===== config.mk =====
export PLATFORM = sky130hd
export DESIGN_NAME = ms7200_ctrl
export DESIGN_NICKNAME = d
export VERILOG_FILES = /design/src/logic/ms7200_cfg_pkg.sv /design/src/logic/iic_cmd_if.sv /design/src/logic/iic_rsp_if.sv /design/src/logic/ms7200_sequencer.sv /design/src/logic/ms7200_cmd_table.sv /design/src/logic/iic_issue.sv /design/src/logic/freq_lock_detect.sv /design/src/logic/ms7200_ctrl.sv
export SDC_FILE = /design/constraint.sdc
export NUM_CORES = 1
export LEC_CHECK = 0
export ABC_AREA = 1
export BUFFER_PORTS_ARGS = -buffer_cell sky130_fd_sc_hd__buf_2
export CAP_MARGIN = 20
export CORE_MARGIN = 2
export CORE_UTILIZATION = 35
export DETAILED_ROUTE_END_ITERATION = 16
export PLACE_DENSITY = 0.61
export SETUP_SLACK_MARGIN = 0.4
export SLEW_MARGIN = 30
export SYNTH_ARGS = -nofsm -noshare
export SYNTH_HDL_FRONTEND = slang
export SYNTH_SLANG_ARGS = --single-unit

===== constraint.sdc =====
create_clock -name clk -period 5.65 [get_ports clk]
set_input_delay 0.565 -clock clk [delete_from_list [all_inputs] [get_ports clk]]
set_output_delay 0.565 -clock clk [all_outputs]
set_load 0.005 [all_outputs]

===== src/logic/ms7200_cfg_pkg.sv =====
package ms7200_cfg_pkg;

    typedef logic [15:0] reg_addr_t;
    typedef logic [7:0]  reg_data_t;
    typedef logic [5:0]  cmd_index_t;
    typedef logic [31:0] freq_word_t;

    // write = 1 for a register write, 0 for a read
    typedef struct packed {
        logic      write;
        reg_addr_t addr;
        reg_data_t data;
    } cfg_entry_t;

    typedef enum logic [1:0] {
        SEQ_CONNECT,
        SEQ_INIT,
        SEQ_POLL,
        SEQ_RESTART
    } seq_state_t;

    localparam reg_data_t DEVICE_ID       = 8'h56;
    localparam reg_data_t CONNECT_KEY     = 8'h5A;
    localparam reg_addr_t FREQ_ADDR_FIRST = 16'h209C;

    localparam cmd_index_t CONNECT_FIRST = 6'd0;
    localparam cmd_index_t CONNECT_LAST  = 6'd1;
    localparam cmd_index_t INIT_FIRST    = 6'd2;
    localparam cmd_index_t INIT_LAST     = 6'd37;
    localparam cmd_index_t POLL_FIRST    = 6'd38;
    localparam cmd_index_t POLL_LAST     = 6'd41;
    localparam cmd_index_t RESTART_FIRST = 6'd42;
    localparam cmd_index_t RESTART_LAST  = 6'd48;

    localparam int CFG_DEPTH = 49;

    localparam cfg_entry_t CFG_TABLE [CFG_DEPTH] = '{
        // connect check
        '{1'b1, 16'h0003, 8'h5A}, '{1'b0, 16'h0003, 8'h00},
        // core init
        '{1'b1, 16'h0204, 8'h02}, '{1'b1, 16'h0205, 8'h40}, '{1'b1, 16'h0004, 8'h01},
        '{1'b1, 16'h0009, 8'h26}, '{1'b1, 16'h102E, 8'h01}, '{1'b1, 16'h1025, 8'hB0},
        '{1'b1, 16'h102D, 8'h83}, '{1'b1, 16'h1000, 8'h20}, '{1'b1, 16'h100F, 8'h04},
        '{1'b1, 16'h0003, 8'hC3}, '{1'b1, 16'h103B, 8'h02}, '{1'b1, 16'h00E1, 8'h00},
        '{1'b1, 16'h00A8, 8'h08}, '{1'b1, 16'h000A, 8'h00}, '{1'b1, 16'h0016, 8'h02},
        '{1'b1, 16'h00E2, 8'h01}, '{1'b1, 16'h00C2, 8'h14}, '{1'b1, 16'h102D, 8'hC7},
        '{1'b1, 16'h1005, 8'h04}, '{1'b1, 16'h1003, 8'h14}, '{1'b1, 16'h1004, 8'h01},
        '{1'b1, 16'h1000, 8'h60}, '{1'b1, 16'h1020, 8'h13}, '{1'b1, 16'h1021, 8'h04},
        '{1'b1, 16'h1022, 8'h04}, '{1'b1, 16'h1023, 8'h0C}, '{1'b1, 16'h102B, 8'h33},
        '{1'b1, 16'h102C, 8'h33}, '{1'b1, 16'h00F0, 8'h10}, '{1'b1, 16'h000C, 8'h80},
        '{1'b1, 16'h000C, 8'h00}, '{1'b1, 16'h000A, 8'h04}, '{1'b1, 16'h2000, 8'h0F},
        '{1'b1, 16'h2001, 8'h00}, '{1'b1, 16'h2002, 8'h00}, '{1'b1, 16'h2003, 8'h01},
        // input frequency status
        '{1'b0, 16'h209C, 8'h00}, '{1'b0, 16'h209D, 8'h00},
        '{1'b0, 16'h209E, 8'h00}, '{1'b0, 16'h209F, 8'h00},
        // restart after lock
        '{1'b1, 16'h1010, 8'h01}, '{1'b1, 16'h1024, 8'h00}, '{1'b1, 16'h0200, 8'h00},
        '{1'b1, 16'h1024, 8'h70}, '{1'b1, 16'h0200, 8'h07}, '{1'b1, 16'h0215, 8'h01},
        '{1'b1, 16'h0215, 8'h00}
    };

endpackage


===== src/logic/iic_cmd_if.sv =====
`timescale 1ns/1ps

// one expanded command, table stage to issue stage
interface iic_cmd_if;

    logic                      valid;
    logic                      write;
    ms7200_cfg_pkg::reg_addr_t addr;
    ms7200_cfg_pkg::reg_data_t data;

    modport tbl (
        output valid,
        output write,
        output addr,
        output data
    );

    modport issue (
        input valid,
        input write,
        input addr,
        input data
    );

endinterface


===== src/logic/iic_rsp_if.sv =====
`timescale 1ns/1ps

// completed transaction, each valid also hands back one credit
interface iic_rsp_if;

    logic                      valid;
    logic                      write;
    ms7200_cfg_pkg::reg_addr_t addr;
    ms7200_cfg_pkg::reg_data_t data;

    modport issue (
        output valid,
        output write,
        output addr,
        output data
    );

    modport sink (
        input valid,
        input write,
        input addr,
        input data
    );

endinterface


===== src/logic/ms7200_sequencer.sv =====
`timescale 1ns/1ps

module ms7200_sequencer #(
    parameter int CMD_CREDITS = 2
) (
    input  logic                       clk,
    input  logic                       rstn,
    iic_rsp_if.sink                    rsp,
    input  logic                       poll_done,
    input  logic                       freq_locked,
    output logic                       idx_valid,
    output ms7200_cfg_pkg::cmd_index_t idx,
    output logic                       lock_clear,
    output logic                       init_over
);

    localparam int CW = $clog2(CMD_CREDITS + 1);

    ms7200_cfg_pkg::seq_state_t state;
    ms7200_cfg_pkg::seq_state_t start_state;
    ms7200_cfg_pkg::cmd_index_t next_idx;
    ms7200_cfg_pkg::cmd_index_t last_idx;
    ms7200_cfg_pkg::cmd_index_t rsp_idx;
    logic [CW-1:0]              credits;
    logic                       issuing;
    logic                       send;
    logic                       phase_done;
    logic                       start;

    function automatic ms7200_cfg_pkg::cmd_index_t phase_first(ms7200_cfg_pkg::seq_state_t s);
        case (s)
            ms7200_cfg_pkg::SEQ_INIT:    return ms7200_cfg_pkg::INIT_FIRST;
            ms7200_cfg_pkg::SEQ_POLL:    return ms7200_cfg_pkg::POLL_FIRST;
            ms7200_cfg_pkg::SEQ_RESTART: return ms7200_cfg_pkg::RESTART_FIRST;
            default:                     return ms7200_cfg_pkg::CONNECT_FIRST;
        endcase
    endfunction

    function automatic ms7200_cfg_pkg::cmd_index_t phase_last(ms7200_cfg_pkg::seq_state_t s);
        case (s)
            ms7200_cfg_pkg::SEQ_INIT:    return ms7200_cfg_pkg::INIT_LAST;
            ms7200_cfg_pkg::SEQ_POLL:    return ms7200_cfg_pkg::POLL_LAST;
            ms7200_cfg_pkg::SEQ_RESTART: return ms7200_cfg_pkg::RESTART_LAST;
            default:                     return ms7200_cfg_pkg::CONNECT_LAST;
        endcase
    endfunction

    assign send       = issuing && (credits != '0);
    assign phase_done = rsp.valid && (rsp_idx == last_idx);

    // =========================================================================
    // phase transitions
    // =========================================================================
    always_comb begin
        start       = 1'b0;
        start_state = state;
        case (state)
            ms7200_cfg_pkg::SEQ_CONNECT: begin
                if (phase_done) begin
                    start = 1'b1;
                    // retry until the read-back matches
                    if (rsp.data == ms7200_cfg_pkg::CONNECT_KEY) begin
                        start_state = ms7200_cfg_pkg::SEQ_INIT;
                    end
                end
            end
            ms7200_cfg_pkg::SEQ_INIT: begin
                if (phase_done) begin
                    start       = 1'b1;
                    start_state = ms7200_cfg_pkg::SEQ_POLL;
                end
            end
            ms7200_cfg_pkg::SEQ_POLL: begin
                if (poll_done) begin
                    start = 1'b1;
                    if (freq_locked) begin
                        start_state = ms7200_cfg_pkg::SEQ_RESTART;
                    end
                end
            end
            default: begin
                if (phase_done) begin
                    start       = 1'b1;
                    start_state = ms7200_cfg_pkg::SEQ_POLL;
                end
            end
        endcase
    end

    always_ff @(posedge clk) begin
        if (!rstn) begin
            state      <= ms7200_cfg_pkg::SEQ_CONNECT;
            next_idx   <= ms7200_cfg_pkg::CONNECT_FIRST;
            last_idx   <= ms7200_cfg_pkg::CONNECT_LAST;
            rsp_idx    <= ms7200_cfg_pkg::CONNECT_FIRST;
            issuing    <= 1'b1;
            credits    <= CW'(CMD_CREDITS);
            idx_valid  <= 1'b0;
            lock_clear <= 1'b0;
            init_over  <= 1'b0;
        end else begin
            idx_valid  <= send;
            credits    <= credits - CW'(send) + CW'(rsp.valid);
            lock_clear <= (state == ms7200_cfg_pkg::SEQ_POLL) && poll_done && freq_locked;
            if (send) begin
                if (next_idx == last_idx) begin
                    issuing <= 1'b0;
                end else begin
                    next_idx <= next_idx + 1'b1;
                end
            end
            if (rsp.valid) begin
                rsp_idx <= rsp_idx + 1'b1;
            end
            // all credits are home when a phase starts
            if (start) begin
                state    <= start_state;
                next_idx <= phase_first(start_state);
                last_idx <= phase_last(start_state);
                rsp_idx  <= phase_first(start_state);
                issuing  <= 1'b1;
            end
            if (state == ms7200_cfg_pkg::SEQ_RESTART && phase_done) begin
                init_over <= 1'b1;
            end
        end
    end

    always_ff @(posedge clk) begin
        if (send) begin
            idx <= next_idx;
        end
    end

endmodule


===== src/logic/ms7200_cmd_table.sv =====
`timescale 1ns/1ps

module ms7200_cmd_table (
    input  logic                       clk,
    input  logic                       rstn,
    input  logic                       idx_valid,
    input  ms7200_cfg_pkg::cmd_index_t idx,
    iic_cmd_if.tbl                     cmd
);

    ms7200_cfg_pkg::cfg_entry_t entry;
    ms7200_cfg_pkg::cfg_entry_t lookup;

    // indices past the table fall back to a harmless status read
    always_comb begin
        if (idx <= ms7200_cfg_pkg::RESTART_LAST) begin
            lookup = ms7200_cfg_pkg::CFG_TABLE[idx];
        end else begin
            lookup = ms7200_cfg_pkg::CFG_TABLE[ms7200_cfg_pkg::POLL_FIRST];
        end
    end

    always_ff @(posedge clk) begin
        if (!rstn) begin
            cmd.valid <= 1'b0;
        end else begin
            cmd.valid <= idx_valid;
        end
    end

    always_ff @(posedge clk) begin
        if (idx_valid) begin
            entry <= lookup;
        end
    end

    assign cmd.write = entry.write;
    assign cmd.addr  = entry.addr;
    assign cmd.data  = entry.data;

endmodule


===== src/logic/iic_issue.sv =====
`timescale 1ns/1ps

module iic_issue #(
    parameter int CMD_CREDITS = 2
) (
    input  logic                      clk,
    input  logic                      rstn,
    iic_cmd_if.issue                  cmd,
    input  logic                      busy,
    input  ms7200_cfg_pkg::reg_data_t data_out,
    iic_rsp_if.issue                  rsp,
    output logic                      iic_trig,
    output logic                      w_r,
    output ms7200_cfg_pkg::reg_addr_t addr,
    output ms7200_cfg_pkg::reg_data_t data_in
);

    localparam int PW = (CMD_CREDITS > 1) ? $clog2(CMD_CREDITS) : 1;
    localparam int CW = $clog2(CMD_CREDITS + 1);

    typedef enum logic [1:0] {
        ISS_IDLE,
        ISS_TRIG,
        ISS_BUSY
    } iss_state_t;

    ms7200_cfg_pkg::cfg_entry_t fifo_mem [CMD_CREDITS];
    logic [PW-1:0]              wr_ptr;
    logic [PW-1:0]              rd_ptr;
    logic [CW-1:0]              fill;
    iss_state_t                 state;
    logic                       busy_d;
    logic                       busy_fall;
    logic                       push;
    logic                       pop;
    logic                       done;

    function automatic logic [PW-1:0] ptr_next(logic [PW-1:0] p);
        if (p == PW'(CMD_CREDITS - 1)) begin
            return '0;
        end
        return p + 1'b1;
    endfunction

    // credits upstream keep the fifo from overflowing
    assign push      = cmd.valid;
    assign pop       = (state == ISS_IDLE) && (fill != '0) && !busy;
    assign busy_fall = busy_d && !busy;
    assign done      = (state == ISS_BUSY) && busy_fall;

    always_ff @(posedge clk) begin
        if (push) begin
            fifo_mem[wr_ptr] <= {cmd.write, cmd.addr, cmd.data};
        end
    end

    // =========================================================================
    // fifo pointers and transaction fsm
    // =========================================================================
    always_ff @(posedge clk) begin
        if (!rstn) begin
            wr_ptr    <= '0;
            rd_ptr    <= '0;
            fill      <= '0;
            state     <= ISS_IDLE;
            busy_d    <= 1'b0;
            iic_trig  <= 1'b0;
            rsp.valid <= 1'b0;
        end else begin
            busy_d    <= busy;
            iic_trig  <= pop;
            rsp.valid <= done;
            fill      <= fill + CW'(push) - CW'(pop);
            if (push) begin
                wr_ptr <= ptr_next(wr_ptr);
            end
            if (pop) begin
                rd_ptr <= ptr_next(rd_ptr);
            end
            case (state)
                ISS_IDLE: begin
                    if (pop) begin
                        state <= ISS_TRIG;
                    end
                end
                // wait for the master to pick up the trig
                ISS_TRIG: begin
                    if (busy) begin
                        state <= ISS_BUSY;
                    end
                end
                ISS_BUSY: begin
                    if (busy_fall) begin
                        state <= ISS_IDLE;
                    end
                end
                default: state <= ISS_IDLE;
            endcase
        end
    end

    // held from trig until busy falls
    always_ff @(posedge clk) begin
        if (pop) begin
            w_r     <= fifo_mem[rd_ptr].write;
            addr    <= fifo_mem[rd_ptr].addr;
            data_in <= fifo_mem[rd_ptr].data;
        end
        if (done) begin
            rsp.write <= w_r;
            rsp.addr  <= addr;
            rsp.data  <= data_out;
        end
    end

endmodule


===== src/logic/freq_lock_detect.sv =====
`timescale 1ns/1ps

module freq_lock_detect (
    input  logic    clk,
    input  logic    rstn,
    iic_rsp_if.sink rsp,
    input  logic    lock_clear,
    output logic    poll_done,
    output logic    freq_locked
);

    ms7200_cfg_pkg::reg_addr_t  offset;
    ms7200_cfg_pkg::freq_word_t new_word;
    ms7200_cfg_pkg::freq_word_t prev_word;
    logic [23:0]                low_bytes;
    logic                       prev_valid;
    logic                       freq_rd;
    logic                       word_done;

    assign offset    = rsp.addr - ms7200_cfg_pkg::FREQ_ADDR_FIRST;
    assign freq_rd   = rsp.valid && !rsp.write && (offset < 16'd4);
    assign word_done = freq_rd && (offset[1:0] == 2'd3);
    // top byte arrives last
    assign new_word  = {rsp.data, low_bytes};

    always_ff @(posedge clk) begin
        if (freq_rd && !word_done) begin
            low_bytes[{offset[1:0], 3'b000} +: 8] <= rsp.data;
        end
        if (word_done) begin
            prev_word <= new_word;
        end
    end

    always_ff @(posedge clk) begin
        if (!rstn) begin
            poll_done   <= 1'b0;
            freq_locked <= 1'b0;
            prev_valid  <= 1'b0;
        end else begin
            poll_done <= word_done;
            if (lock_clear) begin
                freq_locked <= 1'b0;
                prev_valid  <= 1'b0;
            end else if (word_done) begin
                prev_valid <= 1'b1;
                // lock shows as 00 then 10 in bits 17:16
                if (prev_valid && prev_word[17:16] == 2'b00 && new_word[17:16] == 2'b10) begin
                    freq_locked <= 1'b1;
                end
            end
        end
    end

endmodule


===== src/logic/ms7200_ctrl.sv =====
`timescale 1ns/1ps

module ms7200_ctrl #(
    parameter int CMD_CREDITS = 2
) (
    input  logic                      clk,
    input  logic                      rstn,
    output logic                      init_over,
    output ms7200_cfg_pkg::reg_data_t device_id,
    output logic                      iic_trig,
    output logic                      w_r,
    output ms7200_cfg_pkg::reg_addr_t addr,
    output ms7200_cfg_pkg::reg_data_t data_in,
    input  logic                      busy,
    input  ms7200_cfg_pkg::reg_data_t data_out
);

    logic                       idx_valid;
    ms7200_cfg_pkg::cmd_index_t idx;
    logic                       lock_clear;
    logic                       poll_done;
    logic                       freq_locked;

    iic_cmd_if cmd_bus ();
    iic_rsp_if rsp_bus ();

    assign device_id = ms7200_cfg_pkg::DEVICE_ID;

    // =========================================================================
    // sequencer -> table -> issue, responses fed back
    // =========================================================================
    ms7200_sequencer #(
        .CMD_CREDITS (CMD_CREDITS)
    ) i_sequencer (
        .clk         (clk),
        .rstn        (rstn),
        .rsp         (rsp_bus.sink),
        .poll_done   (poll_done),
        .freq_locked (freq_locked),
        .idx_valid   (idx_valid),
        .idx         (idx),
        .lock_clear  (lock_clear),
        .init_over   (init_over)
    );

    ms7200_cmd_table i_cmd_table (
        .clk       (clk),
        .rstn      (rstn),
        .idx_valid (idx_valid),
        .idx       (idx),
        .cmd       (cmd_bus.tbl)
    );

    iic_issue #(
        .CMD_CREDITS (CMD_CREDITS)
    ) i_issue (
        .clk      (clk),
        .rstn     (rstn),
        .cmd      (cmd_bus.issue),
        .busy     (busy),
        .data_out (data_out),
        .rsp      (rsp_bus.issue),
        .iic_trig (iic_trig),
        .w_r      (w_r),
        .addr     (addr),
        .data_in  (data_in)
    );

    freq_lock_detect i_lock_detect (
        .clk         (clk),
        .rstn        (rstn),
        .rsp         (rsp_bus.sink),
        .lock_clear  (lock_clear),
        .poll_done   (poll_done),
        .freq_locked (freq_locked)
    );

endmodule


-- Yosys cells after proc, flatten, opt, wreduce, memory -nomap -nowiden
Memories as Yosys holds them, arrays and structs flattened. A register that Yosys moved wholly into a read port is not among the register bits.
Cells that the tools add are included.
Widths: inputs -> output; s select.
- flip-flop bits (word level): 112
- memory bits (writable): 50
- bits in read-only memories: 1600
- input bits: 11
- output and inout bits: 35
- memories kept: 2
- $add $sub $neg: 10
- order comparisons: 2
- equal/unequal tests: 16
- shifts and indexed selects: 2
- multiplexer cells: 33
- bitwise operators: 2
- reduce and logical (&&, ||, !) cells: 32
- memories (memory ; words ; width ; read ports ; clocked after Yosys merged registers in ; write ports ; line ; source):
    (name not given) ; 64 ; 25 ; 1 ; 1 ; 0 ; ms7200_cmd_table.sv:17 ; lookup = ms7200_cfg_pkg::CFG_TABLE[idx];
    i_issue.fifo_mem ; 2 ; 25 ; 1 ; 1 ; 1 ; iic_issue.sv:27 ; ms7200_cfg_pkg::cfg_entry_t fifo_mem [CMD_CREDITS];
- operators by type and width (cell ; count):
    $pmux 6 s3 ; 2
    $mux 6 ; 5
    $bwmux 24 ; 1
    $shift 8x7->24 const A ; 1
    $shiftx 8x7->24 ; 1
    $lt 16x3->1 const B ; 1
    $mux 2 ; 8
    $sub 16x14->16 const B ; 1
    $logic_and 1x1->1 ; 15
    $mux 1 ; 15
    $eq 2x2->1 const B ; 7
    $add 6x1->6 const B ; 2
    $eq 6x6->1 ; 2
    $eq 8x7->1 const B ; 1
    $reduce_bool 2->1 ; 4
    $neg 5->7 ; 1
    $not 6->7 ; 1
    $le 6x6->1 const B ; 1
    $logic_not 2->1 ; 3
    $ne 2x1->1 const B ; 3
    $pmux 2 s3 ; 1
    $reduce_and 2->1 ; 3
    $add 2x1->2 ; 2
    $eq 2x1->1 const B ; 2
    other kinds (8) ; 14

-- Logic depth before layout (Yosys ltp)
- depth after elaboration: 7
- gate-level depth with buffers: 11
- mapped depth without buffers: 11

-- Modules after synthesis
From an unflattened synthesis, not the netlist that was laid out.
- cell total of the unflattened synthesis: 815
- area total of the unflattened synthesis: 7802.5 um2
- by module, submodules not included (module ; times used ; cells each ; area an instance (um2)):
    iic_issue ; 1 ; 233 ; 3716.1
    ms7200_cmd_table ; 1 ; 283 ; 1923.1
    ms7200_sequencer ; 1 ; 227 ; 1634.1
    freq_lock_detect ; 1 ; 62 ; 461.7
    ms7200_ctrl ; 1 ; 10 ; 67.6

-- Worst setup path before layout
No wires, ideal clock.
- kind: in2reg
- start point: in busy
- end point: reg i_issue.fill[1]
- setup time: 70 ps
- arrival time: 3883 ps
- required time: 5580 ps
- slack: 1697 ps
- cell stages on the path: 7
- path buffers: 0
- path through: nor4_1 -> ha_1 -> inv_1 -> ha_1 -> xor2_1 -> o21ai_0 -> a21oi_1
- word-level cells in the longest chain between the ends: 3
- ends and longest elaborated chain (element ; line ; source):
    start, declared ; ms7200_ctrl.sv:14 ; input logic busy,
    $logic_not 1->1 ; iic_issue.sv:47 ; assign pop = (state == ISS_IDLE) && (fill != '0) && !busy;
    $logic_and 1x1->1 ; iic_issue.sv:47 ;
    $sub 2x1->2 ; iic_issue.sv:73 ; fill <= fill + CW'(push) - CW'(pop);
    end signal, assigned ; iic_issue.sv:73 ;
    end, declared ; iic_issue.sv:30 ; logic [CW-1:0] fill;
Every way passes these cells.
A chain may end at the register's enable or synchronous reset.

-- Final worst setup path
- start point: reg i_sequencer.idx[2]
- end point: reg i_cmd_table.cmd.data[2] (netlist name)
- word-level cells in the longest chain between the ends: 2
- elaborated cells on any way between the ends: 3
- those cells by class: 1 x order compare; 1 x bitwise; 1 x reduce/logical
- ends and longest elaborated chain (element ; line ; source):
    start, declared ; ms7200_sequencer.sv:12 ; output ms7200_cfg_pkg::cmd_index_t idx,
    start signal, assigned ; ms7200_sequencer.sv:131 ; idx <= next_idx;
    $le 6x6->1 ; ms7200_cmd_table.sv:16 ; if (idx <= ms7200_cfg_pkg::RESTART_LAST) begin
    $logic_not 1->1 (no line) ; n/a ;
Parallel ways exist; a longest one is shown, timed or not.

==> summary.txt <==
Synth
  – Post-synth top area cell: edfxtp_1
  – Cells after synthesis: 678
  – FF+latch count, synth: 148
  – Post-synth EDFFs: 110
  – Asr flop ratio synth: 0
  – Post-synth top area share: 0.4938
  – Seq/Total Area, Yosys: 0.6076
  – Top_reg_cell synth: edfxtp_1
  – Warnings, synthesis: 0
  – Synth Area in Simple Gates: 0.1872
  – Largest family of logic cells by synthesized area: simple AND/OR/NAND/NOR gates
  – Synth cell types: 47
  – Synth top area cells: edfxtp_1 (49%), dfxtp_1 (11%), nand2_1 (8.8%), inv_1 (4.2%), ha_1 (3.9%)
  – Synth Cell Area: 6689 sq um
  – Multiplexer share of the synthesized area: 0
  – Mean area per synthesized cell: 9.866 sq um
  – Synth Area in XOR/XNOR: 0.01048
  – Compound-gate portion of the synthesized area: 0.08436
  – Synth Area in Adders: 0.03928

Timing
  – Setup Viol. Count Final: 0
  – Fmax: 0.3865 GHz
  – Fin crit period: 2.588 ns
  – Unrepaired setup endpoints after global routing: false
  – Worst setup slack after layout: 3.062 ns
  – Total Neg Setup Slack: 0 ns
  – Layout Skew: 0.008887 ns
  – Worst slew pin tran: 0.8647 ns
  – Hold WS: 0.3174 ns
  – Final Max Slew Viols: 0
  – Final Hold Vio Count: 0
  – Crit share post-route: 0.4580
  – Slew margin rel.: 0.4227

CTS
  – Post-CTS Hold Buffers: 0
  – Clock transition at path regs: 0.06 ns
  – CTS tree: done
  – Total CTS buffers: 17
  – Postcts setup bufs: 0
  – Clock sink count: 148
  – Depth of the CTS H-tree: 4
  – Clk_lat worst skew: 0.42 ns
  – PostCTS Resize Cnt: 0
  – Clk root buf: clkbuf_16
  – Clock Path Buffers: 2

Critical path
  – Reg2Reg Depth: 7
  – RR Endpoint: i_cmd_table.cmd.data[2]
  – Worst EP arrival: 2.76 ns
  – RR Startpoint: i_sequencer.idx[2]
  – Worst EP required: 5.82 ns
  – CP bufs+invs: 1
  – Crit-path max FO: 25
  – Crit path launch type: register
  – Crit path top cell by count: nand2_1
  – WS Path Type: register to register
  – CP peak stage delay: 0.84 ns
  – Worst Setup End Kind: register
  – CP Cell Sequence: clkinv_1, ha_1, nand2_1, o21ai_0, nand2_1, nand2_1, a22o_1
  – Slowest-stage cell, CP: edfxtp_1
  – R2r setup slk: 3.06 ns
  – CP top delay family: flip-flops

Detailed routing
  – Via-per-instance ratio: 4.796
  – Total vias in the final route: 4614
  – Total iterations of the first detailed-routing run: 5
  – 1st-iter DRT viols: 306
  – Antenna-violating nets left: 0
  – Final wirelength: 13100 microns
  – # DRC: 0
  – WL per Instance: 13.62 microns

Final layout
  – Diode count: 0
  – Layout cells sized above 1: 0.1277
  – Area growth syn-to-layout: 14.25%
  – FILL cells: 1783
  – Final core utilization: 0.4086
  – Nets: 747
  – Multi-input logic area: 2210 sq um
  – Register area: 4064 sq um

Global routing
  – Aggregate global-route resource usage: 0.1387
  – Vias in the first global route: 4343
  – GR Overflow Total: 0
  – Pin count of the biggest net entering global routing: 32
  – Initial antenna violation count: 0
  – First-pass GRT wire length: 21880 microns

Floorplan
  – Die Height: 142.2 microns
  – Initial Util: 0.3576
  – I/O Pins: 46
  – Core area: 18710 sq um
  – Die W: 142.2 microns
  – FP Rows: 50
  – Die Area: 20230 sq um

Power
  – Max IR drop VDD: 200.9 uV
  – P_leak: 0.003111 uW
  – P per Cell Area: 488.6 nW/um^2

Worst hold path
  – WHS Endpoint: i_issue.rsp.data[4]
  – Hold path startpoint: data_out[4]
  – Worst hold stages: 1
  – Hold Crit Class: input pin to register

Status
  – Status: completed

Flow run
  – Max-cap violations: 0

Placed design
  – Count of input and output buffers: 32
  – Pre-CTS setup slack: 3.123 ns
  – DP Wirelength: 9265 microns
  – Placer Congestion: 0.8842
## cells in the mapped netlist (all sizes together) (3+ instances only)
cell	count
xor2	7
o31ai	3
or2	4
buf	19
o211ai	6
o21ai	37
nand2	162
nor3	7
dfxtp	38
nor4	5
ha	21
clkbuf	11
a21oi	32
nand3	32
nor2	72
nand4	8
a31oi	4
edfxtp	110
inv	79
a211oi	3
## worst register-to-register path, cell delays in order (launching register included)
cell      delay (ns)
edfxtp_1        0.84
clkinv_1        0.56
ha_1            0.43
nand2_1         0.08
o21ai_0         0.10
nand2_1         0.08
nand2_1         0.07
a22o_1          0.17
## metrics by stage
step / power (uW) / instance area [sq um] / cells
finish: 3734 / 7642 / 962
global route: 3989 / 7642 / 962
global placement: 2675 / 7057 / 929
detailed placement: 2665 / 7057 / 929
CTS: 3756 / 7631 / 961
floorplan: 2364 / 6730 / 689
## cell type report
| class | count | share of cell area |
|---|---|---|
| clock inverters | 13 | 0.01572 |
| well taps | 234 | 0.03831 |
| inverters | 80 | 0.03929 |
| repair buffers | 37 | 0.02636 |
| clock buffers | 19 | 0.05943 |
| flip-flops and latches | 148 | 0.5318 |
| multi-input cells | 431 | 0.2891 |
## flip-flops by register name, summed over array words and instances (netlist names), 2 cells and up
signal / count
i_sequencer.idx: 6
i_issue.addr: 11
i_cmd_table.cmd.data: 8
i_sequencer.last_idx: 5
i_sequencer.credits: 2
i_cmd_table.cmd.addr: 11
i_lock_detect.prev_word: 2
i_issue.rsp.addr: 11
i_issue.fifo_mem: 40
i_issue.state: 2
i_issue.fill: 2
i_issue.rsp.data: 8
i_sequencer.rsp_idx: 6
i_sequencer.next_idx: 6
i_sequencer.state: 2
i_issue.data_in: 8
i_lock_detect.low_bytes: 2
## kinds of logic after synthesis
family	after synthesis
other cells	2
buf+inv	110
fa+ha+maj	21
xor+xnor	8
simple gates	293
flops	148
compound gates	96
## where the power goes
group | total, uW | internal, uW | switching [uW]
combinational | 963 | 324 | 639
sequential | 1690 | 1510 | 177
clock | 1080 | 637 | 446
## per-layer routing
layer	global-route usage	vias to the layer above	wire length, microns
met4	0.06263	0	307
li1	-	2341	-
met5	0	-	0
met2	0.2151	136	5936
met3	0.04038	27	736
met1	0.1802	2110	6118
## worst max path at each step
stage / from / endpoint / slack, ns / cells past startpoint
6_report: i_sequencer.idx[2] / i_cmd_table.cmd.data[2] / 3.06 / 7
5_1_grt: i_sequencer.idx[2] / i_cmd_table.cmd.data[2] / 2.93 / 7
4_1_cts: i_sequencer.idx[2] / i_cmd_table.cmd.data[2] / 3.10 / 7
2_1_floorplan: busy / i_issue.fill[1] / 1.70 / 7
3_5_place_dp: i_sequencer.idx[3] / i_cmd_table.cmd.addr[0] / 3.12 / 6
3_3_place_gp: i_sequencer.idx[3] / i_cmd_table.cmd.addr[12] / 3.11 / 4
## cell usage in the layout, fill, tap and decap left out, drive strengths merged, types with 2 or more instances in the layout
cell    instances
a211oi          3
or2             4
nand2         162
xor2            7
o21ai          37
clkinv          7
a21oi          32
inv            84
a31oi           4
o211ai          6
conb           13
o31ai           3
clkbuf         19
dfxtp          38
nand3          32
o311ai          2
buf            37
ha             21
nor3            7
a22oi           2
nand4           8
edfxtp        110
nor4            5
nor2           72
No activity file was read; power rests on OpenSTA's default activity.
